File: src/hw/sonata_pkg.sv
// Sonata system bus package.
// Bus widths, the fixed address map, device and host encodings and the
// request and response structs shared by the arbiter, decoder and devices.

package sonata_pkg;

  //////////////////////////////////////////////////////////////////////////
  // Bus widths and address map.
  //////////////////////////////////////////////////////////////////////////

  localparam int unsigned BusAddrWidth  = 32;
  localparam int unsigned BusDataWidth  = 32;
  localparam int unsigned BusByteEnable = 4;

  // 16 KiB of word-wide RAM.
  localparam logic [BusAddrWidth-1:0] RamBase = 32'h0010_0000;
  localparam int unsigned RamSize      = 16 * 1024;
  localparam int unsigned RamDepth     = RamSize / 4;
  localparam int unsigned RamAddrWidth = $clog2(RamDepth);

  // Register regions, 4 KiB each.
  localparam logic [BusAddrWidth-1:0] GpioBase  = 32'h8000_0000;
  localparam logic [BusAddrWidth-1:0] TimerBase = 32'h8004_0000;
  localparam int unsigned RegRegionSize = 4 * 1024;
  localparam int unsigned RegAddrWidth  = 8;

  localparam int unsigned GpiWidth = 13;
  localparam int unsigned GpoWidth = 12;

  // Register offsets within a region.
  localparam logic [RegAddrWidth-1:0] GpioOutOffset    = 8'h00;
  localparam logic [RegAddrWidth-1:0] GpioInOffset     = 8'h04;
  localparam logic [RegAddrWidth-1:0] TimerMtimeOffset = 8'h00;
  localparam logic [RegAddrWidth-1:0] TimerCmpOffset   = 8'h04;

  //////////////////////////////////////////////////////////////////////////
  // Encodings and bus structs.
  //////////////////////////////////////////////////////////////////////////

  typedef enum logic [1:0] {
    DevRam,
    DevGpio,
    DevTimer,
    DevNone
  } bus_device_e;

  typedef enum logic {
    HostFetch,
    HostData
  } bus_host_e;

  typedef struct packed {
    logic [BusAddrWidth-1:0]  addr;
    logic                     we;
    logic [BusByteEnable-1:0] be;
    logic [BusDataWidth-1:0]  wdata;
    logic                     instr;
  } bus_req_t;

  typedef struct packed {
    logic [BusDataWidth-1:0] rdata;
    logic                    err;
  } bus_rsp_t;

  // Byte-enable merge of a write into an existing register word.
  function automatic logic [BusDataWidth-1:0] apply_be(
    logic [BusDataWidth-1:0]  old_word,
    logic [BusDataWidth-1:0]  new_word,
    logic [BusByteEnable-1:0] be
  );
    logic [BusDataWidth-1:0] merged;
    merged = old_word;
    for (int i = 0; i < BusByteEnable; i++) begin
      if (be[i]) begin
        merged[i*8 +: 8] = new_word[i*8 +: 8];
      end
    end
    return merged;
  endfunction

endpackage

File: src/hw/bus_arbiter.sv
// Bus arbiter.
// Shares the single system bus between the instruction-fetch host and the
// data load/store host. Grants are combinational and round-robin, and the
// one-cycle response is steered back to the host that was granted.

`timescale 1ns/1ps

module bus_arbiter (
  input  logic                 clk_sys_i,
  input  logic                 reset_i,

  input  logic                 fetch_req_i,
  input  sonata_pkg::bus_req_t fetch_bus_i,
  input  logic                 data_req_i,
  input  sonata_pkg::bus_req_t data_bus_i,

  output logic                 fetch_gnt_o,
  output logic                 data_gnt_o,

  output logic                 dev_req_o,
  output sonata_pkg::bus_req_t dev_bus_o,

  input  logic                 rsp_valid_i,
  output logic                 fetch_rvalid_o,
  output logic                 data_rvalid_o
);

  // Host that won the most recent grant.
  sonata_pkg::bus_host_e last_winner_q;
  sonata_pkg::bus_host_e winner;

  //////////////////////////////////////////////////////////////////////////
  // Grant selection.
  //////////////////////////////////////////////////////////////////////////

  always_comb begin
    if (fetch_req_i && data_req_i) begin
      // Both waiting, so the host that lost last time goes first.
      if (last_winner_q == sonata_pkg::HostFetch) begin
        winner = sonata_pkg::HostData;
      end else begin
        winner = sonata_pkg::HostFetch;
      end
    end else if (data_req_i) begin
      winner = sonata_pkg::HostData;
    end else begin
      winner = sonata_pkg::HostFetch;
    end
  end

  assign fetch_gnt_o = fetch_req_i & (winner == sonata_pkg::HostFetch);
  assign data_gnt_o  = data_req_i & (winner == sonata_pkg::HostData);

  // Winner's request goes to the decoder in the grant cycle.
  assign dev_req_o = fetch_req_i | data_req_i;
  assign dev_bus_o = (winner == sonata_pkg::HostData) ? data_bus_i : fetch_bus_i;

  // Updated on every grant. The decoder answers exactly one cycle after
  // the grant, so this also tells which host owns the response.
  always_ff @(posedge clk_sys_i) begin
    if (reset_i) begin
      last_winner_q <= sonata_pkg::HostData;
    end else if (dev_req_o) begin
      last_winner_q <= winner;
    end
  end

  //////////////////////////////////////////////////////////////////////////
  // Response routing.
  //////////////////////////////////////////////////////////////////////////

  assign fetch_rvalid_o = rsp_valid_i & (last_winner_q == sonata_pkg::HostFetch);
  assign data_rvalid_o  = rsp_valid_i & (last_winner_q == sonata_pkg::HostData);

endmodule

File: config.mk
export PLATFORM = sky130hd
export DESIGN_NAME = bus_arbiter
export DESIGN_NICKNAME = d
export VERILOG_FILES = /design/src/hw/sonata_pkg.sv /design/src/hw/bus_arbiter.sv
export SDC_FILE = /design/constraint.sdc
export NUM_CORES = 1
export LEC_CHECK = 0
export ABC_AREA = 1
export BUFFER_PORTS_ARGS = -buffer_cell sky130_fd_sc_hd__buf_2
export CAP_MARGIN = 20
export CORE_AREA = 4 4 84 86
export CTS_CLUSTER_DIAMETER = 30
export DETAILED_ROUTE_END_ITERATION = 12
export DIE_AREA = 0 0 88 90
export SYNTH_ARGS = -nofsm -noshare
export SYNTH_HDL_FRONTEND = slang
export SYNTH_SLANG_ARGS = --single-unit
File: constraint.sdc
create_clock -name clk_sys_i -period 1.3 [get_ports clk_sys_i]
set_clock_uncertainty 0.15 [all_clocks]
set_input_delay 0.195 -clock clk_sys_i [delete_from_list [all_inputs] [get_ports clk_sys_i]]
set_output_delay 0.195 -clock clk_sys_i [all_outputs]
set_load 0.005 [all_outputs]
==> metrics <==
status=complete, but fails checks; violated checks=setup timing; Unique masters post-synth=10; crit path launch type=flop; critical path's largest stage delay=slightly above 0.3 ns; DRC=0; Crit-path slowest cell=dfxtp_2; max-slew violations=0; sw power=0.0004821 W; Leak Pwr=1.720 nW; Layout Utilization=41.28%; power per cell area=between 400 and 500 nW/um2; period utilization=102.8%; drt initial violations=62; crit-path max FO=8; Placeable Area=around 6300 um2; I/O pin total=220; Worst Max-Slew Pin Slew=~0.2 ns; Sw Share=a little under half; Final Hold Fails=0; row cnt=29; main area contributors after synthesis=nand2_1, nand3_1, buf_6; sequential share of the synthesized area=1.804%; Regs by FF count=last_winner_q (1); unrepaired setup endpoints after global routing=yes; Setup crit end kind=primary output; overall routing resource usage=roughly 15%; TNS Setup=-0.8019 ns; Total Power=between 0.001 and 0.0015 W; synth cell count leaders=nand2_1, nand3_1, buf_2; antenna fix cells=0; Tmin final=about 1.3 ns; Flop pwr share=under 10%; Mean Syn Cell Area=4.511 um2; fraction of registers with async set/reset=0%; HPWL after DPL=between 5000 and 6000 um; # nets final=a little over 600; yosys warns=0; fin worst setup slack=-0.03650 ns; setup slack at placement=-0.04639 ns; Synth Cell Area=between 1000 and 1500 um2; initial antenna violation count=0; GPL Wtd Cong=0.7481; initial core utilization=17.68%; share of the synthesized area in the top cell type=between 40% and 50%; Slew HR=a little under 90%; die width=just under 90 um; crit path DAT=between 0.9 and 1 ns; Detailed Routing Iterations Pass 1=4; share of cells above drive strength 1=59.13%; Int Pwr=around 0.00057 W; max-capacitance violation count=0; count of state elements after synthesis=1; max reg flops=1; number of routed nets with antenna violations=0; Hold Buf Count CTS=0; area grow syn2layout=133.5%; ys flop type=dfxtp_1; Die Span Y=90 um; Synth Instances=~250; Final Instance Area=~2600 um2; # setup viols final=47; Post-synth EDFFs=0; vias in the first global route=2160; cell family with most CP delay=simple AND/OR/NAND/NOR gates; Mapped Nets=just under 400; DP Area=roughly 2300 um2; DR vias/cell=4.412; largest area contributor in the netlist=nand2_1; Port Buf Inserts=about 220; f_max=748.2 MHz; GR Overflow Total=0; critical path class=flop to primary output; CP required=0.95 ns; worst hold path class=input pin to flop; Worst VDD drop=roughly 0.15 mV; Total Wirelength=between 7000 and 8000 um; via count=about 2400; Biggest register=last_winner_q; clock slew at reported path FFs=0 ns; WL/cell=about 13 um; worst path cell trace=nand2_4 > nand2_8 > clkbuf_16 > nand2_2 > nand2_1 > buf_2; first-pass GRT wire length=around 9800 um; Clk Latency, worst-skew pair=0 ns; die area=a little under 8000 um2; most common cell in the netlist=nand2_1; Clock Power Share=0%; largest net degree at the start of global routing=38; Buf/Inv on CP=2; Combinational Power Share=96.5%
[cells in the final DEF (no fill, tap or decap), drive strengths merged]
master	n
nand2	145
clkbuf	3
nand3	70
nor2	2
inv	5
buf	233
a21oi	1
dfxtp	1
[cell families (layout without fill, tap and decap cells)]
kind of cell           after synthesis  after routing  share of synthesized area, %
AOI/OAI and AO/OA                    1              1                        0.4505
buffers and inverters               27            241                         15.56
DFF                                  1              1                         1.804
and+or+nand+nor                    217            217                         82.19
[power groups by stage]
stage	Combinational (W)	Sequential [W]	Clock, W
final	0.00101	0.0000364	0
after global routing	0.00111	0.0000368	0
after CTS	0.000920	0.0000362	0
after detailed placement	0.000851	0.0000349	0
after global placement	0.000848	0.0000349	0
after floorplan	0.000381	0.0000355	0
[tightest hold or removal path, stage by stage]
cell and delay [ns]:
buf_2 0.07, a21oi_1 0.03, nand2_1 0.04
[final timing paths]
kind	start	endpoint	slack, ns	depth (start not counted)
max	last_winner_q$_SDFFE_PP1P_	dev_bus_o[14]	-0.04	6
min	reset_i	last_winner_q$_SDFFE_PP1P_	0.23	3
max reg2reg	last_winner_q$_SDFFE_PP1P_	last_winner_q$_SDFFE_PP1P_	0.14	5
min reg2reg	last_winner_q$_SDFFE_PP1P_	last_winner_q$_SDFFE_PP1P_	0.44	3
[metal layers]
layer	up-vias	GRT usage, %	wire length (um)
met5	-	0	0
met4	0	0.8951	38
met3	4	1.188	657
met2	121	31.47	3987
met1	1029	15.47	2456
li1	1215	-	-
[metrics by stage]
step / cells / hold WS, ns
6_report: 537 / 0.2283
5_1_grt: 537 / 0.2484
3_5_place_dp: 529 / 0.2278
2_1_floorplan: 246 / 0.1334
3_3_place_gp: 529 / 0.2240
4_1_cts: 533 / 0.2283
[layout make-up]
type,instances,area (um2)
Multi-Input combinational cell,218,1041
Tap cell,77,96.34
Fill cell,701,3686
Sequential cell,1,21.27
Inverter,5,18.77
Timing Repair Buffer,236,1414
[repair_timing]
item,in CTS,in global routing
hold endpoints to repair,0,0
setup endpoints to repair,71,66
gates cloned,3,4
pin swaps,0,3
setup buffers,1,0
gates resized for setup,5,41
Note: power is estimated with default switching activity, not from simulation.
