[config.mk]
export PLATFORM = sky130hd
export DESIGN_NAME = gpio_regs
export DESIGN_NICKNAME = d
export VERILOG_FILES = /design/src/hw/sonata_pkg.sv /design/src/hw/gpio_regs.sv
export SDC_FILE = /design/constraint.sdc
export NUM_CORES = 1
export LEC_CHECK = 0
export BUFFER_PORTS_ARGS = -buffer_cell sky130_fd_sc_hd__buf_2
export CAP_MARGIN = 25
export CELL_PAD_IN_SITES_DETAIL_PLACEMENT = 0
export CELL_PAD_IN_SITES_GLOBAL_PLACEMENT = 1
export CORE_ASPECT_RATIO = 1.75
export CORE_MARGIN = 4
export CORE_UTILIZATION = 32
export CTS_CLUSTER_DIAMETER = 200
export DETAILED_ROUTE_END_ITERATION = 8
export MAX_ROUTING_LAYER = met4
export PLACE_DENSITY = 0.84
export SLEW_MARGIN = 20
export SYNTH_ARGS = -nofsm -noshare
export SYNTH_HDL_FRONTEND = slang
export SYNTH_SLANG_ARGS = --single-unit
[constraint.sdc]
create_clock -name clk_sys_i -period 4.4 [get_ports clk_sys_i]
set_input_delay 0.66 -clock clk_sys_i [delete_from_list [all_inputs] [get_ports clk_sys_i]]
set_output_delay 0.66 -clock clk_sys_i [all_outputs]
set_load 0.01 [all_outputs]
[src/hw/sonata_pkg.sv]
// Sonata system bus package.
// Bus widths, the fixed address map, device and host encodings and the
// request and response structs shared by the arbiter, decoder and devices.

package sonata_pkg;

  //////////////////////////////////////////////////////////////////////////
  // Bus widths and address map.
  //////////////////////////////////////////////////////////////////////////

  localparam int unsigned BusAddrWidth  = 32;
  localparam int unsigned BusDataWidth  = 32;
  localparam int unsigned BusByteEnable = 4;

  // 16 KiB of word-wide RAM.
  localparam logic [BusAddrWidth-1:0] RamBase = 32'h0010_0000;
  localparam int unsigned RamSize      = 16 * 1024;
  localparam int unsigned RamDepth     = RamSize / 4;
  localparam int unsigned RamAddrWidth = $clog2(RamDepth);

  // Register regions, 4 KiB each.
  localparam logic [BusAddrWidth-1:0] GpioBase  = 32'h8000_0000;
  localparam logic [BusAddrWidth-1:0] TimerBase = 32'h8004_0000;
  localparam int unsigned RegRegionSize = 4 * 1024;
  localparam int unsigned RegAddrWidth  = 8;

  localparam int unsigned GpiWidth = 13;
  localparam int unsigned GpoWidth = 12;

  // Register offsets within a region.
  localparam logic [RegAddrWidth-1:0] GpioOutOffset    = 8'h00;
  localparam logic [RegAddrWidth-1:0] GpioInOffset     = 8'h04;
  localparam logic [RegAddrWidth-1:0] TimerMtimeOffset = 8'h00;
  localparam logic [RegAddrWidth-1:0] TimerCmpOffset   = 8'h04;

  //////////////////////////////////////////////////////////////////////////
  // Encodings and bus structs.
  //////////////////////////////////////////////////////////////////////////

  typedef enum logic [1:0] {
    DevRam,
    DevGpio,
    DevTimer,
    DevNone
  } bus_device_e;

  typedef enum logic {
    HostFetch,
    HostData
  } bus_host_e;

  typedef struct packed {
    logic [BusAddrWidth-1:0]  addr;
    logic                     we;
    logic [BusByteEnable-1:0] be;
    logic [BusDataWidth-1:0]  wdata;
    logic                     instr;
  } bus_req_t;

  typedef struct packed {
    logic [BusDataWidth-1:0] rdata;
    logic                    err;
  } bus_rsp_t;

  // Byte-enable merge of a write into an existing register word.
  function automatic logic [BusDataWidth-1:0] apply_be(
    logic [BusDataWidth-1:0]  old_word,
    logic [BusDataWidth-1:0]  new_word,
    logic [BusByteEnable-1:0] be
  );
    logic [BusDataWidth-1:0] merged;
    merged = old_word;
    for (int i = 0; i < BusByteEnable; i++) begin
      if (be[i]) begin
        merged[i*8 +: 8] = new_word[i*8 +: 8];
      end
    end
    return merged;
  endfunction

endpackage

[src/hw/gpio_regs.sv]
// GPIO register block.
// One byte-writable output register driving gp_o, and an input register
// that samples gp_i every cycle for the bus to read.

`timescale 1ns/1ps

module gpio_regs (
  input  logic                                 clk_sys_i,
  input  logic                                 reset_i,

  input  logic                                 req_i,
  input  logic                                 we_i,
  input  logic [sonata_pkg::BusByteEnable-1:0] be_i,
  input  logic [sonata_pkg::RegAddrWidth-1:0]  addr_i,
  input  logic [sonata_pkg::BusDataWidth-1:0]  wdata_i,
  output logic [sonata_pkg::BusDataWidth-1:0]  rdata_o,

  input  logic [sonata_pkg::GpiWidth-1:0]      gp_i,
  output logic [sonata_pkg::GpoWidth-1:0]      gp_o
);

  logic [sonata_pkg::GpiWidth-1:0]     gp_in_q;
  logic [sonata_pkg::BusDataWidth-1:0] gp_out_word;
  logic [sonata_pkg::BusDataWidth-1:0] gp_out_next;
  logic                                out_wr;

  // Output register viewed as a bus word.
  assign gp_out_word = {{(sonata_pkg::BusDataWidth - sonata_pkg::GpoWidth){1'b0}}, gp_o};
  assign gp_out_next = sonata_pkg::apply_be(gp_out_word, wdata_i, be_i);
  assign out_wr      = req_i & we_i & (addr_i == sonata_pkg::GpioOutOffset);

  always_ff @(posedge clk_sys_i) begin
    if (reset_i) begin
      gp_o <= '0;
    end else if (out_wr) begin
      gp_o <= gp_out_next[sonata_pkg::GpoWidth-1:0];
    end
  end

  // Input sample, one per clock.
  always_ff @(posedge clk_sys_i) begin
    gp_in_q <= gp_i;
  end

  always_ff @(posedge clk_sys_i) begin
    if (req_i) begin
      case (addr_i)
        sonata_pkg::GpioOutOffset: rdata_o <= gp_out_word;
        sonata_pkg::GpioInOffset:
          rdata_o <= {{(sonata_pkg::BusDataWidth - sonata_pkg::GpiWidth){1'b0}}, gp_in_q};
        default:                   rdata_o <= '0;
      endcase
    end
  end

endmodule

==> flow_metrics.env <==
export IMPL_synth_area_um2=1570
export IMPL_core_um2=4710
export IMPL_synthCells=134
export IMPL_vdd_drop_max_mv=0.201
export IMPL_slowest_delay_ns=0.59
export IMPL_seqCellArea_um2=891
export IMPL_grt_pass1_vias=954
export IMPL_grt_pass1_wl_mm=4.41
export IMPL_wl_met1_um=899
export IMPL_crit_family="simple AND/OR/NAND/NOR gates"
export IMPL_dp_cells=241
export IMPL_postPlaceCellArea_um2=1840
export IMPL_cts_num_sinks=38
export IMPL_dieWidth_um=60.9
export IMPL_multiInputGateArea_um2=568
export IMPL_diodes=0
export IMPL_die_area_um2=6130
export IMPL_cts_resized=0
export IMPL_p_leak_nw=0.981
export IMPL_met2WireLength_mm=1.64
export IMPL_synth_commonest_cells="dfxtp_1, mux2i_1, nand2b_1, buf_4"
export IMPL_worst_skew_pair_late_latency_ns=0.28
export IMPL_synth_area_leaders="dfxtp_1, edfxtp_1, mux2i_1"
export IMPL_synth_edf_count=13
export IMPL_finalHoldViolations=0
export IMPL_finalPower_mw=0.641
export IMPL_worstHoldPathType="in2reg"
export IMPL_fin_util_pct=40.8
export IMPL_crit_arrival_ns=2.07
export IMPL_yosys_cell_count_top_type="dfxtp_1"
export IMPL_track_usage_pct=10.2
export IMPL_synth_flop_cell="dfxtp_1"
export IMPL_gp_congestion=0.763
export IMPL_yosysSeqAreaShare_pct=56.8
export IMPL_critPathCaptureType="flop"
export IMPL_power_density_nw_per_um2=333
export IMPL_grt_ovfl_total=0
export IMPL_skew_ns=0.00629
export IMPL_ys_types=15
export IMPL_wire_per_inst_um=11.5
export IMPL_ys_ff_latch=38
export IMPL_crit_slowest_cell="or3_1"
export IMPL_cts_tree="done"
export IMPL_area_growth_pct=22.5
export IMPL_whs_ns=0.476
export IMPL_finalSetupViolations=0
export IMPL_yosys_area_top_type_share_pct=31.9
export IMPL_drive_above_1_share_pct=36.5
export IMPL_die_h_um=101
export IMPL_vias=1011
export IMPL_async_flop_share_pct=0
export IMPL_drc=0
export IMPL_max_clock_freq_ghz=0.520
export IMPL_ctsLongestPathBuffers=2
export IMPL_worst_slack_ns=2.48
export IMPL_fillers=514
export IMPL_ios=105
export IMPL_relSlewSlack_pct=66.4
export IMPL_wl_met3_um=243
export IMPL_fin_tns_setup_ns=0
export IMPL_maxCapViolations=0
export IMPL_post_drt_via_cell_ratio=4.06
export IMPL_crit_fanout=8
export IMPL_outcome="finished, final reports clean"
export IMPL_fin_cells=249
export IMPL_clk_pin_slew_ns=0.07
export IMPL_crit_type="in2reg"
export IMPL_layout_nets=257
export IMPL_worst_pin_slew_ns=0.503
export IMPL_rows=33
export IMPL_yosys_warnings=0
export IMPL_postCtsSetupBuffers=0
export IMPL_synth_top_area_cell="dfxtp_1"
export IMPL_drt_iter0_markers=8
export IMPL_avgSynthCellArea_um2=11.7
export IMPL_drt_total_wl_mm=2.86
export IMPL_dr_pass1_iters=4
export IMPL_numPortBuffers=63
export IMPL_place_ws_ns=2.16
export IMPL_finalMaxSlewViolations=0
export IMPL_finalCritPeriodShare_pct=43.7
export IMPL_drtAntennaViolNets=0
export IMPL_cts_root_buf="clkbuf_8"
export IMPL_grt_antenna_before_repair=0
export IMPL_cts_buffers=5
export IMPL_cp_num_buf_inv=1
export IMPL_top_layer="met4"
export IMPL_cts_hold_fix_buffers=0
export IMPL_cts_max_level=2
export IMPL_path_cells="buf_2 > or4_4 > or3_1 > mux2i_1"
export IMPL_design_area_um2=1920
export IMPL_hpwlAfterDp_mm=2.37
export IMPL_rsz0062_at_grt="false"
export IMPL_grt_max_degree=25
export IMPL_worst_setup_path_start_kind="input pin"
export IMPL_start_util_pct=33.3
export IMPL_crit_required_ns=4.55
export IMPL_fin_crit_ns=1.92
[final timing paths]
path	cells after the start	startpoint	to	slack, ns
setup reg to reg	2	gp_o[8]$_SDFFE_PP0P_	rdata_o[8]$_DFFE_PP_	3.62
setup / recovery	4	addr_i[6]	gp_o[0]$_SDFFE_PP0P_	2.48
hold / removal	1	gp_i[3]	gp_in_q[3]$_DFF_P_	0.48
hold reg to reg	2	gp_o[6]$_SDFFE_PP0P_	gp_o[6]$_SDFFE_PP0P_	0.49
[cells by family after synthesis]
group | synth area share [%]
DFF | 56.8
buffers and inverters | 11.3
other | 0.239
and+or+nand+nor | 16.3
muxes | 15.3
[layout by cell type (no fill, tap or decap)]
cell,count
or2_2,1
dfxtp_1,25
nand2b_1,24
or3_1,3
conb_1,19
nor2_1,13
clkbuf_1,1
clkinv_2,2
or4_4,1
nand4b_1,2
clkbuf_8,5
mux2i_1,24
nand2_1,1
buf_2,63
edfxtp_1,13
[report_power, final]
group	internal [mW]	switching (mW)
sequential	0.372	0.00196
clock	0.110	0.108
combinational	0.0236	0.0259
total	0.505	0.136
[worst reg2reg max path: stages, from the launching register on]
cell	delay, ns
dfxtp_1	0.32
mux2i_1	0.16
nor2_1	0.05
[per-layer routing]
layer | vias to the layer above | track usage, %
met4 | 0 | 7.01
met3 | 6 | 2.18
met5 | - | -
li1 | 525 | -
met2 | 46 | 17.6
met1 | 434 | 9.53
[state kept, by name (all words and copies together) (netlist names)]
name and cells:
rdata_o 13, gp_in_q 13, gp_o 12
[area by class of cell]
| cell class | instances | area share [%] |
|---|---|---|
| multi-input combinational | 88 | 29.6 |
| clock inverter | 2 | 0.521 |
| timing repair buffer | 63 | 16.4 |
| sequential | 38 | 46.4 |
| clock buffer | 6 | 3.78 |
| tap | 52 | 3.39 |
(Power assumes the default switching activity.)
