===== src/hw/sonata_pkg.sv =====
// Sonata system bus package.
// Bus widths, the fixed address map, device and host encodings and the
// request and response structs shared by the arbiter, decoder and devices.

package sonata_pkg;

  //////////////////////////////////////////////////////////////////////////
  // Bus widths and address map.
  //////////////////////////////////////////////////////////////////////////

  localparam int unsigned BusAddrWidth  = 32;
  localparam int unsigned BusDataWidth  = 32;
  localparam int unsigned BusByteEnable = 4;

  // 16 KiB of word-wide RAM.
  localparam logic [BusAddrWidth-1:0] RamBase = 32'h0010_0000;
  localparam int unsigned RamSize      = 16 * 1024;
  localparam int unsigned RamDepth     = RamSize / 4;
  localparam int unsigned RamAddrWidth = $clog2(RamDepth);

  // Register regions, 4 KiB each.
  localparam logic [BusAddrWidth-1:0] GpioBase  = 32'h8000_0000;
  localparam logic [BusAddrWidth-1:0] TimerBase = 32'h8004_0000;
  localparam int unsigned RegRegionSize = 4 * 1024;
  localparam int unsigned RegAddrWidth  = 8;

  localparam int unsigned GpiWidth = 13;
  localparam int unsigned GpoWidth = 12;

  // Register offsets within a region.
  localparam logic [RegAddrWidth-1:0] GpioOutOffset    = 8'h00;
  localparam logic [RegAddrWidth-1:0] GpioInOffset     = 8'h04;
  localparam logic [RegAddrWidth-1:0] TimerMtimeOffset = 8'h00;
  localparam logic [RegAddrWidth-1:0] TimerCmpOffset   = 8'h04;

  //////////////////////////////////////////////////////////////////////////
  // Encodings and bus structs.
  //////////////////////////////////////////////////////////////////////////

  typedef enum logic [1:0] {
    DevRam,
    DevGpio,
    DevTimer,
    DevNone
  } bus_device_e;

  typedef enum logic {
    HostFetch,
    HostData
  } bus_host_e;

  typedef struct packed {
    logic [BusAddrWidth-1:0]  addr;
    logic                     we;
    logic [BusByteEnable-1:0] be;
    logic [BusDataWidth-1:0]  wdata;
    logic                     instr;
  } bus_req_t;

  typedef struct packed {
    logic [BusDataWidth-1:0] rdata;
    logic                    err;
  } bus_rsp_t;

  // Byte-enable merge of a write into an existing register word.
  function automatic logic [BusDataWidth-1:0] apply_be(
    logic [BusDataWidth-1:0]  old_word,
    logic [BusDataWidth-1:0]  new_word,
    logic [BusByteEnable-1:0] be
  );
    logic [BusDataWidth-1:0] merged;
    merged = old_word;
    for (int i = 0; i < BusByteEnable; i++) begin
      if (be[i]) begin
        merged[i*8 +: 8] = new_word[i*8 +: 8];
      end
    end
    return merged;
  endfunction

endpackage


===== src/hw/timer_regs.sv =====
// Machine timer.
// Free-running 32-bit mtime counter and an mtimecmp compare register, both
// byte-writable from the bus, with a registered level interrupt raised
// while mtime is at or past mtimecmp.

`timescale 1ns/1ps

module timer_regs (
  input  logic                                 clk_sys_i,
  input  logic                                 reset_i,

  input  logic                                 req_i,
  input  logic                                 we_i,
  input  logic [sonata_pkg::BusByteEnable-1:0] be_i,
  input  logic [sonata_pkg::RegAddrWidth-1:0]  addr_i,
  input  logic [sonata_pkg::BusDataWidth-1:0]  wdata_i,
  output logic [sonata_pkg::BusDataWidth-1:0]  rdata_o,

  output logic                                 irq_o
);

  logic [sonata_pkg::BusDataWidth-1:0] mtime_q;
  logic [sonata_pkg::BusDataWidth-1:0] mtimecmp_q;
  logic                                mtime_wr;
  logic                                cmp_wr;

  assign mtime_wr = req_i & we_i & (addr_i == sonata_pkg::TimerMtimeOffset);
  assign cmp_wr   = req_i & we_i & (addr_i == sonata_pkg::TimerCmpOffset);

  //////////////////////////////////////////////////////////////////////////
  // Counter and compare.
  //////////////////////////////////////////////////////////////////////////

  always_ff @(posedge clk_sys_i) begin
    if (reset_i) begin
      mtime_q <= '0;
    end else if (mtime_wr) begin
      // A write replaces this cycle's increment.
      mtime_q <= sonata_pkg::apply_be(mtime_q, wdata_i, be_i);
    end else begin
      mtime_q <= mtime_q + 1'b1;
    end
  end

  // Compare starts at its maximum so the interrupt stays quiet.
  always_ff @(posedge clk_sys_i) begin
    if (reset_i) begin
      mtimecmp_q <= '1;
    end else if (cmp_wr) begin
      mtimecmp_q <= sonata_pkg::apply_be(mtimecmp_q, wdata_i, be_i);
    end
  end

  always_ff @(posedge clk_sys_i) begin
    if (reset_i) begin
      irq_o <= 1'b0;
    end else begin
      irq_o <= (mtime_q >= mtimecmp_q);
    end
  end

  // Register read-back.
  always_ff @(posedge clk_sys_i) begin
    if (req_i) begin
      case (addr_i)
        sonata_pkg::TimerMtimeOffset: rdata_o <= mtime_q;
        sonata_pkg::TimerCmpOffset:   rdata_o <= mtimecmp_q;
        default:                      rdata_o <= '0;
      endcase
    end
  end

endmodule


===== config.mk =====
export PLATFORM = sky130hd
export DESIGN_NAME = timer_regs
export DESIGN_NICKNAME = d
export VERILOG_FILES = /design/src/hw/sonata_pkg.sv /design/src/hw/timer_regs.sv
export SDC_FILE = /design/constraint.sdc
export NUM_CORES = 1
export LEC_CHECK = 0
export ABC_AREA = 1
export BUFFER_PORTS_ARGS = -buffer_cell sky130_fd_sc_hd__buf_2
export CAP_MARGIN = 10
export CORE_ASPECT_RATIO = 2
export CORE_UTILIZATION = 26
export DETAILED_ROUTE_END_ITERATION = 6
export SETUP_SLACK_MARGIN = 0.05
export SLEW_MARGIN = 20
export SYNTH_ARGS = -nofsm -noshare
export SYNTH_HDL_FRONTEND = slang
export SYNTH_SLANG_ARGS = --single-unit
export TNS_END_PERCENT = 50

===== constraint.sdc =====
create_clock -name clk_sys_i -period 1.4 [get_ports clk_sys_i]
set_input_delay 0.07 -clock clk_sys_i [delete_from_list [all_inputs] [get_ports clk_sys_i]]
set_output_delay 0.07 -clock clk_sys_i [all_outputs]
set_load 0.01 [all_outputs]

==> metrics.md <==
| Metric | Value |
|---|---|
| Clk Latency, worst-skew pair | `0.37 ns` |
| GRT overflow | `0` |
| Power density over the cells | `718 mW/mm²` |
| CP Launch Type | `flip-flop` |
| Status | `finished, violations left` |
| RR Startpoint | `mtime_q[4]$_SDFFE_PP0P_` |
| IO buf count | `80` |
| 1st-pass router iterations | `4` |
| Wirelength, routed | `19.6 mm` |
| Synthesized area per cell | `7.34 µm²` |
| Worst ir drop on vdd | `0.420 mV` |
| DR vias | `5859` |
| IO Pins | `81` |
| Drt via density | `4.78` |
| Clk sink count | `97` |
| Syn Inst Count | `755` |
| Max Freq | `649 MHz` |
| Gr usage total | `18.6%` |
| Synth Register Bits | `97` |
| Max-cap violation count | `0` |
| Root Buffer | `clkbuf_16` |
| Row cnt | `75` |
| Clock Path Buffers | `2` |
| Initial antenna violation count | `0` |
| Final ANT Viol Nets | `0` |
| Min-Delay Path Class | `in2reg` |
| Count of cell types in the netlist | `35` |
| Violated checks | `setup timing` |
| Syn. warnings | `0` |
| Part of the cycle the worst path needs | `110%` |
| Final GP Congestion | `0.914` |
| Pleak | `3.84 nW` |
| Slew Viols, Final | `0` |
| Cts bufs inserted | `9` |
| Mapped Nets | `836` |
| Hold Path Origin | `wdata_i[31]` |
| Sequential share of the synthesized area | `40.8%` |
| WS Path Type | `reg2reg` |
| Fin crit period | `1.54 ns` |
| Worst-Margin Slew | `0.470 ns` |
| Number of global-route vias before repair | `6000` |
| Final setup viols | `15` |
| Ant diodes | `0` |
| Post-layout util | `39.2%` |
| Top-area cell type share of the netlist area | `23.5%` |
| Data arrival, critical path | `1.85 ns` |
| Data required time of the worst path | `1.70 ns` |
| Fill cell total of the finished layout | `2130` |
| Worst setup path startpoint | `mtime_q[4]$_SDFFE_PP0P_` |
| Final setup margin | `-0.141 ns` |
| Post-Syn Area | `0.00554 mm²` |
| CTS tree | `done` |
| H-Tree Depth | `3` |
| DRT iter0 DRCs | `217` |
| CP Capture Type | `flip-flop` |
| Die footprint | `0.0219 mm²` |
| Hold Fails Final Rpt | `0` |
| DP Worst Slack | `-0.293 ns` |
| Initial Util | `26.5%` |
| First-pass GRT wire length | `30.4 mm` |
| Clk slew on worst S/H paths | `0.07 ns` |
| Synth area leaders | `dfxtp_1, edfxtp_1, nand2_1` |
| Crit Path Max Fanout | `4` |
| Area Overhead vs Synth | `48.1%` |
| Die span in y | `208 µm` |
| Area of the core | `0.0209 mm²` |
| Final HPWL DP | `15.1 mm` |
| DRC Markers | `0` |
| Share of layout cells above drive strength 1 | `37.2%` |
| Largest net degree at the start of global routing | `33` |
| Die X | `105 µm` |
| Routed WL per cell | `16.0 µm` |
| Slew headroom | `68.6%` |
| Final nets | `1033` |
| Layout Skew | `0.00732 ns` |
| Post-synth top area cell | `dfxtp_1` |
| RSZ-0062 raised after global routing | `true` |
## critical path, stage by stage, from the launching register on
cell	delay [ns]
dfxtp_2	0.32
buf_4	0.15
ha_4	0.26
nand2_2	0.07
nor2_4	0.12
nand4_1	0.10
nand3_2	0.13
nand2_2	0.07
nand2_2	0.08
nand2_1	0.05
a21oi_1	0.13
## synthesized netlist by cell type (all sizes together)
cell,instances
o21ai,25
nor2,69
nor3,1
a21o,1
and3b,1
xor2,5
xnor2,2
nand4,3
or2,2
nand2,250
o21a,2
a31oi,4
dfxtp,65
nor4,1
o211ai,32
o22ai,24
clkbuf,15
o21bai,1
edfxtp,32
buf,10
inv,82
ha,33
a21oi,46
nand3,49
## through the flow
stage                     area [µm²]  hold slack, ns  power [mW]  std cells  TNS (ns)
after global routing            8210          0.0223        6.08       1226     -3.05
final                           8210         0.00299        5.89       1226    -0.733
after detailed placement        7100           0.327        3.37       1185     -5.77
after CTS                       8000         0.00234        5.96       1222    -0.415
after floorplan                 5580           0.182        3.16        755         0
after global placement          7100           0.319        3.36       1185     -5.06
## cell families (layout without fill, tap and decap cells)
family          Yosys count  after routing  synth area share [%]
fa+ha+maj                33             33                  7.45
buf+inv                 107            309                  7.66
simple gates            376            376                  28.5
flops                    97             97                  40.8
compound gates          135            135                  14.5
xor+xnor                  7              7                  1.11
## power by group
part           internal (mW)  switching, mW
clock network           1.44           1.14
logic                  0.158          0.217
registers               2.92         0.0174
total                   4.52           1.37
## registers in the layout, indices dropped and copies added, names as in the netlist
name and count:
mtime_q 32, mtimecmp_q 32, rdata_o 32, irq_o 1
## final timing paths
| path | end | cells after the start | slack [ns] |
|---|---|---|---|
| worst max-delay path | irq_o$_SDFF_PP0_ | 10 | -0.14 |
| worst min-delay path | mtimecmp_q[31]$_SDFFE_PP1P_ | 3 | 0.003 |
| worst max register to register | irq_o$_SDFF_PP0_ | 10 | -0.14 |
| worst min register to register | mtimecmp_q[30]$_SDFFE_PP1P_ | 2 | 0.47 |
## layout make-up
cell class | instances | area [µm²] | area share, %
flip-flops and latches | 97 | 2330 | 28.4
clock buffers | 12 | 246 | 3.00
clock inverters | 4 | 52.6 | 0.640
repair buffers | 211 | 1590 | 19.3
well taps | 269 | 337 | 4.10
inverters | 82 | 310 | 3.78
multi-input cells | 551 | 3340 | 40.7
## cell usage in the layout, fill, tap and decap left out, types with 13 or more instances in the layout
cell type	n
dfxtp_1	35
dfxtp_2	17
edfxtp_1	32
inv_1	74
buf_6	17
nand2_1	215
buf_2	80
nand2_2	26
buf_4	95
nor2_1	30
o211ai_1	32
ha_1	21
nor2_4	16
dfxtp_4	13
a21oi_1	43
nand3_1	38
o21ai_0	15
nor2_2	22
o22ai_1	24
## timing repair
item,4_1_cts,5_1_grt
gates cloned,0,0
setup endpoints to repair,28,27
pin swaps,35,30
hold endpoints to repair,11,0
setup buffers,11,4
gates resized for setup,117,51
hold buffers,10,0
## metal layers
| metal | GRT usage (%) | part of all wire [%] | vias to the layer above |
|---|---|---|---|
| li1 | - | - | 2903 |
| met2 | 36.3 | 56 | 147 |
| met5 | 0 | 0 | - |
| met3 | 3.01 | 2.8 | 76 |
| met1 | 16.2 | 33 | 2733 |
| met4 | 15.0 | 7.8 | 0 |
No activity file was read; power rests on OpenSTA's default activity.
