==> src/hw/sonata_pkg.sv <==
// Sonata system bus package.
// Bus widths, the fixed address map, device and host encodings and the
// request and response structs shared by the arbiter, decoder and devices.

package sonata_pkg;

  //////////////////////////////////////////////////////////////////////////
  // Bus widths and address map.
  //////////////////////////////////////////////////////////////////////////

  localparam int unsigned BusAddrWidth  = 32;
  localparam int unsigned BusDataWidth  = 32;
  localparam int unsigned BusByteEnable = 4;

  // 16 KiB of word-wide RAM.
  localparam logic [BusAddrWidth-1:0] RamBase = 32'h0010_0000;
  localparam int unsigned RamSize      = 16 * 1024;
  localparam int unsigned RamDepth     = RamSize / 4;
  localparam int unsigned RamAddrWidth = $clog2(RamDepth);

  // Register regions, 4 KiB each.
  localparam logic [BusAddrWidth-1:0] GpioBase  = 32'h8000_0000;
  localparam logic [BusAddrWidth-1:0] TimerBase = 32'h8004_0000;
  localparam int unsigned RegRegionSize = 4 * 1024;
  localparam int unsigned RegAddrWidth  = 8;

  localparam int unsigned GpiWidth = 13;
  localparam int unsigned GpoWidth = 12;

  // Register offsets within a region.
  localparam logic [RegAddrWidth-1:0] GpioOutOffset    = 8'h00;
  localparam logic [RegAddrWidth-1:0] GpioInOffset     = 8'h04;
  localparam logic [RegAddrWidth-1:0] TimerMtimeOffset = 8'h00;
  localparam logic [RegAddrWidth-1:0] TimerCmpOffset   = 8'h04;

  //////////////////////////////////////////////////////////////////////////
  // Encodings and bus structs.
  //////////////////////////////////////////////////////////////////////////

  typedef enum logic [1:0] {
    DevRam,
    DevGpio,
    DevTimer,
    DevNone
  } bus_device_e;

  typedef enum logic {
    HostFetch,
    HostData
  } bus_host_e;

  typedef struct packed {
    logic [BusAddrWidth-1:0]  addr;
    logic                     we;
    logic [BusByteEnable-1:0] be;
    logic [BusDataWidth-1:0]  wdata;
    logic                     instr;
  } bus_req_t;

  typedef struct packed {
    logic [BusDataWidth-1:0] rdata;
    logic                    err;
  } bus_rsp_t;

  // Byte-enable merge of a write into an existing register word.
  function automatic logic [BusDataWidth-1:0] apply_be(
    logic [BusDataWidth-1:0]  old_word,
    logic [BusDataWidth-1:0]  new_word,
    logic [BusByteEnable-1:0] be
  );
    logic [BusDataWidth-1:0] merged;
    merged = old_word;
    for (int i = 0; i < BusByteEnable; i++) begin
      if (be[i]) begin
        merged[i*8 +: 8] = new_word[i*8 +: 8];
      end
    end
    return merged;
  endfunction

endpackage

==> src/hw/bus_decoder.sv <==
// Bus address decoder.
// Selects one of the RAM, GPIO and timer devices for each granted request,
// refuses fetches outside the RAM region and unclaimed addresses, and
// returns the registered device response one cycle later.

`timescale 1ns/1ps

module bus_decoder (
  input  logic                                clk_sys_i,
  input  logic                                reset_i,

  input  logic                                dev_req_i,
  input  sonata_pkg::bus_req_t                dev_bus_i,
  output logic                                rsp_valid_o,
  output sonata_pkg::bus_rsp_t                rsp_o,

  output logic                                ram_req_o,
  output logic                                gpio_req_o,
  output logic                                timer_req_o,
  input  logic [sonata_pkg::BusDataWidth-1:0] ram_rdata_i,
  input  logic [sonata_pkg::BusDataWidth-1:0] gpio_rdata_i,
  input  logic [sonata_pkg::BusDataWidth-1:0] timer_rdata_i
);

  sonata_pkg::bus_device_e dev_sel;
  sonata_pkg::bus_device_e sel_q;
  logic                    valid_q;

  // True when addr lies in [base, base + size).
  function automatic logic in_region(
    logic [sonata_pkg::BusAddrWidth-1:0] addr,
    logic [sonata_pkg::BusAddrWidth-1:0] base,
    int unsigned                         size
  );
    logic [sonata_pkg::BusAddrWidth-1:0] offset;
    offset = addr - base;
    return offset < size;
  endfunction

  //////////////////////////////////////////////////////////////////////////
  // Address decode.
  //////////////////////////////////////////////////////////////////////////

  always_comb begin
    if (in_region(dev_bus_i.addr, sonata_pkg::RamBase, sonata_pkg::RamSize)) begin
      dev_sel = sonata_pkg::DevRam;
    end else if (dev_bus_i.instr) begin
      // Fetches only reach the RAM.
      dev_sel = sonata_pkg::DevNone;
    end else if (in_region(dev_bus_i.addr, sonata_pkg::GpioBase,
                           sonata_pkg::RegRegionSize)) begin
      dev_sel = sonata_pkg::DevGpio;
    end else if (in_region(dev_bus_i.addr, sonata_pkg::TimerBase,
                           sonata_pkg::RegRegionSize)) begin
      dev_sel = sonata_pkg::DevTimer;
    end else begin
      dev_sel = sonata_pkg::DevNone;
    end
  end

  assign ram_req_o   = dev_req_i & (dev_sel == sonata_pkg::DevRam);
  assign gpio_req_o  = dev_req_i & (dev_sel == sonata_pkg::DevGpio);
  assign timer_req_o = dev_req_i & (dev_sel == sonata_pkg::DevTimer);

  always_ff @(posedge clk_sys_i) begin
    if (reset_i) begin
      valid_q <= 1'b0;
      sel_q   <= sonata_pkg::DevNone;
    end else begin
      valid_q <= dev_req_i;
      if (dev_req_i) begin
        sel_q <= dev_sel;
      end
    end
  end

  // Response mux. Errors carry zero data.
  always_comb begin
    rsp_o = '0;
    case (sel_q)
      sonata_pkg::DevRam:   rsp_o.rdata = ram_rdata_i;
      sonata_pkg::DevGpio:  rsp_o.rdata = gpio_rdata_i;
      sonata_pkg::DevTimer: rsp_o.rdata = timer_rdata_i;
      default:              rsp_o.err   = 1'b1;
    endcase
  end

  assign rsp_valid_o = valid_q;

endmodule

==> config.mk <==
export PLATFORM = sky130hd
export DESIGN_NAME = bus_decoder
export DESIGN_NICKNAME = d
export VERILOG_FILES = /design/src/hw/sonata_pkg.sv /design/src/hw/bus_decoder.sv
export SDC_FILE = /design/constraint.sdc
export NUM_CORES = 1
export LEC_CHECK = 0
export BUFFER_PORTS_ARGS = -buffer_cell sky130_fd_sc_hd__buf_2
export CAP_MARGIN = 5
export CORE_AREA = 8 8 74 76
export CTS_CLUSTER_SIZE = 40
export DETAILED_ROUTE_END_ITERATION = 7
export DIE_AREA = 0 0 82 84
export GPL_TIMING_DRIVEN = 0
export PLACE_DENSITY_LB_ADDON = 0.08
export SYNTH_ARGS = -nofsm -noshare
export SYNTH_HDL_FRONTEND = slang
export SYNTH_SLANG_ARGS = --single-unit
==> constraint.sdc <==
create_clock -name clk_sys_i -period 1.4 [get_ports clk_sys_i]
set_clock_uncertainty 0.05 [all_clocks]
set_input_delay 0.21 -clock clk_sys_i [delete_from_list [all_inputs] [get_ports clk_sys_i]]
set_output_delay 0.21 -clock clk_sys_i [all_outputs]
set_load 0.02 [all_outputs]
==> impl_results.md, run 1 <==
* EDFF count, synth at 0
* Die footprint at 6890 um^2
* Footprint of the multi-input gates at around 980 um^2
* Via count at roughly 1,600
* Largest net degree at the start of global routing at 11
* Nets at between 400 and 500
* Sw Share at between 30% and 40%
* Failing checks: setup timing
* Kind of critical path: register to primary output
* Clock power share at between 20 and 30%
* LEAKAGE at around 0.0013 uW
* CTS hold repair buffers at 0
* Clock Tree Root: clkbuf_8
* Slowest-stage cell, CP: dfxtp_4
* Starting Density at 21.0%
* Largest area contributor in the synthesized netlist: mux2i_1
* Fin crit period at 1.54 ns
* CP cell instances: nor2b_4, buf_6, buf_6, nand2_2, o21ai_1, buf_4
* # clock sinks at 3
* CP max FO at 7
* Crit path arrival time at around 1.3 ns
* HPWL after DPL at between 4000 and 5000 um
* Remaining DRCs at 0
* Clock transition at path regs at 0.03 ns
* Clock Latency Late Sink at approximately 0.21 ns
* # rows at 24
* DR WL/cell at approximately 16 um
* Syn nets at 306
* Top cell type's share of synthesized area at between 30% and 40%
* Cell mode on critical path: buf_6
* Logic pwr share at between 60% and 70%
* Headroom to the max-slew limit at about four fifths
* Setup ws final at -0.137 ns
* Max-cap violation count at 0
* Final Power at slightly below 900 uW
* RSZ-0062 raised after global routing: yes
* Number of global-route vias before repair at between 1,500 and 2,000
* Flop pwr share at a little over a tenth
* Synth-to-Final Area Change at 159%
* Tot GR Track Use at 14.6%
* Pwr dens at 383 nW/um^2
* Pins Over Slew Limit at 0
* P_int at between 500 and 600 uW
* Ant diodes at 0
* Slowest stage delay, CP at between 0.3 and 0.4 ns
* IO Count at about 210
* Yosys reg bits at 3
* Post-synthesis sequential area ratio at between 6 and 7%
* Tcrit/Tclk final at 110%
* Final hold vios at 0
* Bufs and invs on worst path at 3
* CP Data Required Time at approximately 1.1 ns
* First-pass GRT wire length at 8280 um
* Starting DRC count in detailed routing at 38
* Htree depth at 1
* Chip width at between 80 and 90 um
* Reg2reg end: sel_q[1]$_SDFFE_PP1P_
* Fin util at 54.2%
* Fmax at 651 MHz
* Hold endpoint: rsp_valid_o$_SDFF_PP0_
* Syn avg cell area at roughly 6.5 um^2
* Synth unique cells at 23
* Final wirelength at around 5600 um
* FFs w/ async S/R, synth at 0%
* Most frequent cell after synthesis: nand2_1
* Layout cells sized above 1 at 77.4%
* Post-layout instance area at 2310 um^2
* TritonCTS clock tree: done
* Worst min-delay path class: input port to register
* Antenna viol nets, final at 0
* Commonest cells in the netlist: nand2_1 (33), mux2i_1 (32), o21ai_1 (32)
* GP Congestion at between 0.7 and 0.8
* CP Launch Type: register
* Most used DFF post-synth: dfxtp_1
* RR Startpoint: sel_q[1]$_SDFFE_PP1P_
* First-pass detailed-route iteration total at 4
* Switching pwr at 307 uW
* Synthesized cell area at 893 um^2
* Critical Path End Type: primary output
* Fillcell total at 451
* Top Family by Delay on Critical Path: buffers and inverters
* Initial antenna violation count at 0
* Hold path start: reset_i
* Clk buf depth at 2
* Setup Viol. Count Final at 35
* Synth Instances at approximately 140
* Die height at 84 um
* VDD IR max at between 0.0003 and 0.0004 V
* Port bufs at 156
* Yosys warning count at 0
* Hold path cells at 2
* CTS buffer count at 3
* Total grt overflow at 0
* Top post-synthesis cells by area: mux2i_1 (36%), o21ai_1 (18%), nand2_1 (14%), dfxtp_1 (6.7%), buf_4 (5.0%)
* Slew @ Worst Pin at 0.280 ns
* Worst Reg-to-Reg Cells at 3
* R2R Setup Slk at approximately 0.46 ns
* Dpl cell area at 1740 um^2
* Routed vias/inst at between 4 and 5
* Outcome: finished with violations
* FF+latch area at 67.6 um^2
* Core ar. at around 4300 um^2
==> placed cells by master (no fill, tap or decap), types with 2 or more instances in the layout <==
cell type,count
o21ai_1,18
dfxtp_4,2
nor4_4,3
inv_1,2
nand2_1,7
nor2_1,3
a21oi_1,2
mux2i_1,26
clkbuf_8,3
buf_4,32
buf_6,23
o21ai_2,14
buf_12,3
buf_2,116
nor3_2,4
nand2_2,26
nand4_1,2
mux2i_2,5
==> layer usage <==
| layer | part of all wire [%] | vias to the layer above | GRT usage (%) | wire, um |
|---|---|---|---|---|
| li1 | - | 832 | - | - |
| met4 | 0 | 0 | 2.08 | 0 |
| met5 | 0 | - | 0 | 0 |
| met2 | 55 | 80 | 27.9 | 3120 |
| met1 | 34 | 713 | 15.2 | 1940 |
| met3 | 10 | 0 | 4.09 | 590 |
==> cell type report <==
cell class | instances | share of cell area [%]
timing repair buffer | 166 | 44.6
multi-input combinational | 121 | 42.4
buffer | 9 | 4.98
sequential | 3 | 2.92
tap | 52 | 2.82
clock buffer | 4 | 1.95
inverter | 2 | 0.325
==> stage by stage <==
step	instances	setup TNS (ns)	hold WS (ns)	worst slack, ns
2_1_floorplan	137	-0.268	0.227	-0.0894
3_3_place_gp	345	-4.53	0.352	-0.183
3_5_place_dp	345	-4.63	0.355	-0.186
4_1_cts	355	-6.18	0.133	-0.211
5_1_grt	357	-6.16	0.156	-0.195
6_report	357	-3.94	0.140	-0.137
==> power groups by stage <==
stage          Combinational, uW  Clock, uW  Sequential, uW
3_5_place_dp                 417          0            93.8
4_1_cts                      483        256            91.7
6_report                     544        248            93.3
3_3_place_gp                 414          0            93.7
5_1_grt                      589        259            94.5
2_1_floorplan                187          0            94.7
==> kinds of logic (layout without fill, tap and decap cells) <==
logic type | count (synthesis) | in the layout | synth area share [%]
AOI/OAI and AO/OA | 37 | 37 | 22.4
buffers and inverters | 13 | 181 | 8.26
DFF | 3 | 3 | 6.72
muxes | 32 | 32 | 35.9
and+or+nand+nor | 52 | 52 | 26.8
==> worst max-delay path by stage <==
stage                               start         end  cells after the start
global placement    sel_q[0]$_SDFFE_PP1P_    rsp_o[2]                      6
floorplan                   dev_bus_i[64]  gpio_req_o                      3
CTS                 sel_q[1]$_SDFFE_PP1P_   rsp_o[22]                      7
detailed placement  sel_q[0]$_SDFFE_PP1P_    rsp_o[2]                      6
finish              sel_q[0]$_SDFFE_PP1P_    rsp_o[1]                      6
global route        sel_q[0]$_SDFFE_PP1P_    rsp_o[2]                      6
==> repair_timing <==
item,in CTS,in global routing
gates cloned,3,0
hold endpoints to repair,0,0
setup endpoints to repair,36,36
pin swaps,4,16
gates resized for setup,62,81
setup buffers,3,4
==> sequential cells by signal, indices dropped and copies added, names as in the netlist <==
register     flops
sel_q            2
rsp_valid_o      1
Power figures use the tool's default switching activity.
==> run 2, diff against run 1 <==
--- a/config.mk
+++ b/config.mk
@@ -13,6 +13,7 @@
 export DIE_AREA = 0 0 82 84
 export GPL_TIMING_DRIVEN = 0
 export PLACE_DENSITY_LB_ADDON = 0.08
+export REMOVE_ABC_BUFFERS = 1
 export SYNTH_ARGS = -nofsm -noshare
 export SYNTH_HDL_FRONTEND = slang
 export SYNTH_SLANG_ARGS = --single-unit
==> run 2 against run 1 <==
Compared with the run above:
- wire length is 5.6% higher
- critical path type unchanged
- global-route usage is 0.74 points higher
- the run still ends with setup timing left
- core utilization rose by 1.8 points
- largest power group unchanged
- highest routed layer unchanged
- maximum frequency decreased by 8.4%
==> impl_results.md, run 2 (same netlist as run 1, synthesis figures left out) <==
* Outcome: finished with violations
* Failing checks: setup timing
* Fillcell total at 401 (-11%)
* Sw Share at 34.6% (-0.080 points)
* Clock Tree Root: clkbuf_8
* Port bufs at 156 (unchanged)
* LEAKAGE at 0.00137 uW (+4.9%)
* Clock power share at 27.4% (-0.6 points)
* Post-layout instance area at 2390 um^2 (+3.4%)
* Layout cells sized above 1 at 76.1% (-1.2 points)
* Fin crit period at 1.68 ns (+0.141 ns)
* GP Congestion at 0.748 (+3.5%)
* Flop pwr share at 9.9% (-0.6 points)
* CP Data Required Time at 1.14 ns (about the same)
* Antenna viol nets, final at 0 (unchanged)
* Core ar. at 4260 um^2 (unchanged)
* Crit path arrival time at 1.42 ns (+0.14 ns)
* Final Power at 904 uW (+2.1%)
* First-pass detailed-route iteration total at 4 (unchanged)
* CP startpoint: sel_q[1]$_SDFFE_PP1P_
* Setup Viol. Count Final at 36 (+2.9%)
* HPWL after DPL at 4270 um (-4.7%)
* Met2 usage at 26.6% (-1.4 points)
* Max-cap violation count at 0 (unchanged)
* Total grt overflow at 0 (unchanged)
* Final hold vios at 0 (unchanged)
* Pins Over Slew Limit at 0 (unchanged)
* Synth-to-Final Area Change at 167%
* CP Launch Type: register
* Most flop-heavy register: sel_q
* Largest register FFs at 2 (unchanged)
* Clock Latency Late Sink at 0.21 ns (about the same)
* Starting DRC count in detailed routing at 32 (-16%)
* R2R Setup Slk at 0.31 ns (-0.15 ns)
* Critical Path End Type: primary output
* IO Count at 206 (unchanged)
* Kind of critical path: register to primary output
* Clock transition at path regs at 0.03 ns (about the same)
* Slew @ Worst Pin at 0.310 ns (+0.0298 ns)
* Chip width at 82 um (unchanged)
* CTS buffer count at 3 (unchanged)
* TritonCTS clock tree: done
* # rows at 24 (unchanged)
* Commonest non-fill, non-tap cell in the layout: buf_2
* VDD IR max at 0.000236 V (-32%)
* Nets at 476 (+0.21%)
* Via count at 1,682 (+3.5%)
* RSZ-0062 raised after global routing: yes
* Die height at 84 um (unchanged)
* Setup ws final at -0.277 ns (-0.141 ns)
* Grt met3 use at 4.53% (+0.43 points)
* Die footprint at 6890 um^2 (unchanged)
* Dpl cell area at 1710 um^2 (-1.6%)
* CTS hold repair buffers at 0 (unchanged)
* Grt met1 use at 17.7% (+2.6 points)
* Tcrit/Tclk final at 120% (+10 points)
* Most frequent cells in the layout: buf_2 (115), buf_4 (36), mux2i_1 (28)
* Htree depth at 1 (unchanged)
* Headroom to the max-slew limit at 79.0% (-2.0 points)
* Busiest grt layer: met2
* Largest net degree at the start of global routing at 19 (+8)
* RR Startpoint: sel_q[0]$_SDFFE_PP1P_
* Logic pwr share at 62.7% (+1.3 points)
* # clock sinks at 3 (unchanged)
* Clk buf depth at 2 (unchanged)
* Starting Density at 21.0% (unchanged)
* Worst min-delay path class: input port to register
* Footprint of the multi-input gates at 972 um^2 (-0.89%)
* Ant diodes at 0 (unchanged)
* Routed vias/inst at 4.70 (+3.2%)
* FF+latch area at 67.6 um^2 (unchanged)
* Initial antenna violation count at 0 (unchanged)
* Fmax at 596 MHz (-8.4%)
* Remaining DRCs at 0 (unchanged)
* Place WS at -1.49 ns (-1.30 ns)
* Switching pwr at 313 uW (+1.8%)
* DR WL/cell at 16.7 um (+5.3%)
* Hold path start: reset_i
* Number of global-route vias before repair at 1,788 (+3.5%)
* First-pass GRT wire length at 8570 um (+3.5%)
* Tot GR Track Use at 15.4% (+0.74 points)
* P_int at 591 uW (+2.2%)
* Final wirelength at 5970 um (+5.6%)
* Pwr dens at 379 nW/um^2 (-1.3%)
* CP max FO at 8 (+1)
## run 2: cell type report
cell class / count / share of cell area, %
repair buffers: 176 / 51.5
multi-input cells: 121 / 40.7
flip-flops and latches: 3 / 2.83
well taps: 52 / 2.72
clock buffers: 4 / 1.89
inverters: 2 / 0.314
## run 2: path summary, 6_finish.rpt
path | end | depth (start not counted)
min reg2reg | sel_q[1]$_SDFFE_PP1P_ | 4
min | rsp_valid_o$_SDFF_PP0_ | 2
max | rsp_o[19] | 7
max reg2reg | sel_q[0]$_SDFFE_PP1P_ | 4
## run 2: per-stage QoR
step	cells	TNS, ns	util (%)	hold WS (ns)
global route	358	-9.49	56.0	0.148
detailed placement	336	-45.21	40.1	0.364
CTS	354	-7.42	51.0	0.141
finish	358	-7.32	56.0	0.140
floorplan	126	-42.67	-	0.227
global placement	334	-79.39	39.2	0.360
## run 2: critical path, stage by stage, from the launching register on
cell     delay (ns)
dfxtp_4        0.34
buf_12         0.12
nor2b_4        0.19
buf_12         0.14
buf_12         0.13
nand2_2        0.04
o21ai_1        0.07
buf_4          0.16
## run 2: power by group through the flow
stage                     clock, uW  combinational [uW]  sequential [uW]
after floorplan                   0                 161              112
after global placement            0                 383              119
after detailed placement          0                 399              109
after CTS                       252                 519             89.7
after global routing            259                 610             90.2
final                           248                 567             89.7
## run 2: timing repair
action / 4_1_cts / 5_1_grt
cloned: 3 / 2
gates resized for setup: 70 / 46
endpoints found under the setup margin: 37 / 36
pin swaps: 19 / 13
setup buffers: 11 / 3
## run 2: layer usage
| metal | vias to the layer above | share of wire [%] |
|---|---|---|
| met5 | - | 0 |
| met4 | 0 | 0 |
| met3 | 0 | 13 |
| met2 | 106 | 49 |
| met1 | 741 | 38 |
| li1 | 835 | - |
==> run 3, diff against run 2 <==
--- a/config.mk
+++ b/config.mk
@@ -5,12 +5,12 @@
 export SDC_FILE = /design/constraint.sdc
 export NUM_CORES = 1
 export LEC_CHECK = 0
-export BUFFER_PORTS_ARGS = -buffer_cell sky130_fd_sc_hd__buf_2
 export CAP_MARGIN = 5
-export CORE_AREA = 8 8 74 76
+export CORE_AREA = 8 8 73 75
 export CTS_CLUSTER_SIZE = 40
 export DETAILED_ROUTE_END_ITERATION = 7
-export DIE_AREA = 0 0 82 84
+export DIE_AREA = 0 0 81 83
+export DONT_BUFFER_PORTS = 1
 export GPL_TIMING_DRIVEN = 0
 export PLACE_DENSITY_LB_ADDON = 0.08
 export REMOVE_ABC_BUFFERS = 1
==> constraint.sdc (replaced) <==
create_clock -name clk_sys_i -period 2.1 [get_ports clk_sys_i]
set_clock_uncertainty 0.05 [all_clocks]
set_input_delay 0.315 -clock clk_sys_i [delete_from_list [all_inputs] [get_ports clk_sys_i]]
set_output_delay 0.315 -clock clk_sys_i [all_outputs]
set_load 0.02 [all_outputs]
==> run 3 against run 2 <==
Compared with the run above:
- the run now ends clean
- critical path depth down 2
- via count down 38%
- first-iteration DRC count up 25%
- wire length down 28%
- flip-flop and latch count unchanged
- design area down 58%
- worst hold slack worse by 0.020 ns
- worst setup slack better by 0.43 ns
- global-route usage down 4.4 points
- cell count down 48%
- combinational power down 77%
- critical path type unchanged
==> impl_results.md, run 3 (same netlist as run 1, synthesis figures left out) <==
* Most flop-heavy register: sel_q
* VDD IR max at 0.000193 V (-18%)
* CP startpoint: sel_q[1]$_SDFFE_PP1P_
* DR WL/cell at 23.4 um (+40%)
* Layout cells sized above 1 at 9.77% (-66 points)
* Place WS at -0.654 ns (+0.831 ns)
* First-pass detailed-route iteration total at 4 (unchanged)
* Most frequent cells in the layout: nand2_1 (33), mux2i_1 (32), o21ai_1 (30)
* GP Congestion at 0.695 (-7.1%)
* HPWL after DPL at 3810 um (-11%)
* # rows at 24 (unchanged)
* Core ar. at 4200 um^2 (-1.4%)
* RSZ-0062 raised after global routing: no
* Initial antenna violation count at 0 (unchanged)
* Hold path start: reset_i
* Commonest non-fill, non-tap cell in the layout: nand2_1
* LEAKAGE at 0.000515 uW (-62%)
* Max-cap violation count at 0 (unchanged)
* Final wirelength at 4330 um (-28%)
* CP Launch Type: register
* Synth-to-Final Area Change at 12.7%
* CTS hold repair buffers at 0 (unchanged)
* Fin crit period at between 1.5 and 2 ns
* Headroom to the max-slew limit at 56.3% (-23 points)
* # clock sinks at 3 (unchanged)
* CP Data Required Time at 1.74 ns (+0.60 ns)
* Starting Density at 21.3% (+0.30 points)
* Placed Instances at 180 (-46%)
* Final hold vios at 0 (unchanged)
* Kind of critical path: register to primary output
* Nets at 303 (-36%)
* Crit path arrival time at 1.58 ns (+0.16 ns)
* Routed vias/inst at 5.60 (+19%)
* Chip width at 81 um (-1.2%)
* Clock Tree Root: clkbuf_8
* Setup ws final at 0.155 ns (+0.433 ns)
* Slew @ Worst Pin at 0.651 ns (+0.341 ns)
* Remaining DRCs at 0 (unchanged)
* Fmax at just over 500 MHz
* Dpl cell area at 938 um^2 (-45%)
* Worst min-delay path class: input port to register
* IO Count at 206 (unchanged)
* Pwr dens at 365 nW/um^2 (-3.6%)
* Pins Over Slew Limit at 0 (unchanged)
* Ant diodes at 0 (unchanged)
* Via count at 1,036 (-38%)
* Final instance count without filler cells at 185 (-48%)
* First-pass GRT wire length at 5890 um (-31%)
* Clock transition at path regs at 0.03 ns (about the same)
* Outcome: completed
* Largest register FFs at 2 (unchanged)
* Tot GR Track Use at 10.9% (-4.4 points)
* Fin util at 24.0% (-32 points)
* Total grt overflow at 0 (unchanged)
* Htree depth at 1 (unchanged)
* Tcrit/Tclk final at about 93%
* Starting DRC count in detailed routing at 40 (+25%)
* TritonCTS clock tree: done
* Critical Path End Type: primary output
* Number of global-route vias before repair at 1,146 (-36%)
* Largest net degree at the start of global routing at 36 (+17)
* Antenna viol nets, final at 0 (unchanged)
* CP max FO at 23 (+15)
* Final Power at 367 uW (-59%)
* Clock Latency Late Sink at 0.21 ns (about the same)
* Port bufs at 0 (-100%)
* Clk buf depth at 2 (unchanged)
* Post-layout instance area at 1010 um^2 (-58%)
* Die height at 83 um (-1.2%)
* Setup Viol. Count Final at 0 (-100%)
* Die footprint at 6720 um^2 (-2.4%)
* RR Startpoint: sel_q[1]$_SDFFE_PP1P_
* CTS buffer count at 3 (unchanged)
==> run 3: what timing repair did <==
| action | in CTS | in global routing |
|---|---|---|
| endpoints found under the setup margin | 33 | 0 |
| buffers inserted | 1 | 0 |
| resized for setup | 5 | 0 |
==> run 3: per-layer routing <==
metal / routed length (um) / up-vias / global-route usage [%] / part of all wire, %
met4: 0 / 0 / 1.95 / 0
met1: 1480 / 441 / 10.6 / 34
li1: - / 486 / - / -
met5: 0 / - / 0 / 0
met3: 781 / 0 / 5.50 / 18
met2: 2060 / 109 / 20.0 / 48
==> run 3: final timing paths <==
kind | end | slack, ns | cells after the start
hold reg to reg | sel_q[0]$_SDFFE_PP1P_ | 0.72 | 2
setup reg to reg | sel_q[1]$_SDFFE_PP1P_ | 1.14 | 2
hold / removal | rsp_valid_o$_SDFF_PP0_ | 0.12 | 1
setup / recovery | rsp_o[5] | 0.16 | 5
==> run 3: per-stage QoR <==
step,hold slack [ns],setup TNS (ns)
3_5_place_dp,0.336,-17.87
5_1_grt,0.124,0
3_3_place_gp,0.334,-48.57
4_1_cts,0.117,0
6_report,0.119,0
2_1_floorplan,0.332,-22.53
==> run 3: power breakdown <==
| part | total [uW] | internal [uW] | switching (uW) |
|---|---|---|---|
| combinational | 132 | 50.1 | 82.0 |
| clock | 163 | 129 | 33.6 |
| sequential | 72.7 | 59.3 | 13.4 |
==> run 3: worst max-delay path, cell delays in order, from the launching register on <==
cell and delay [ns]:
dfxtp_2 0.45, buf_16 0.24, nor2b_4 0.15, buf_8 0.18
nand2_1 0.08, o21ai_1 0.26
==> run 3: cell type report <==
cell class | instances | area, um^2
clock buffers | 4 | 45.0
fillers | 470 | 3200
inverters | 2 | 7.51
multi-input cells | 121 | 774
flip-flops and latches | 3 | 65.1
well taps | 52 | 65.1
repair buffers | 3 | 50.0
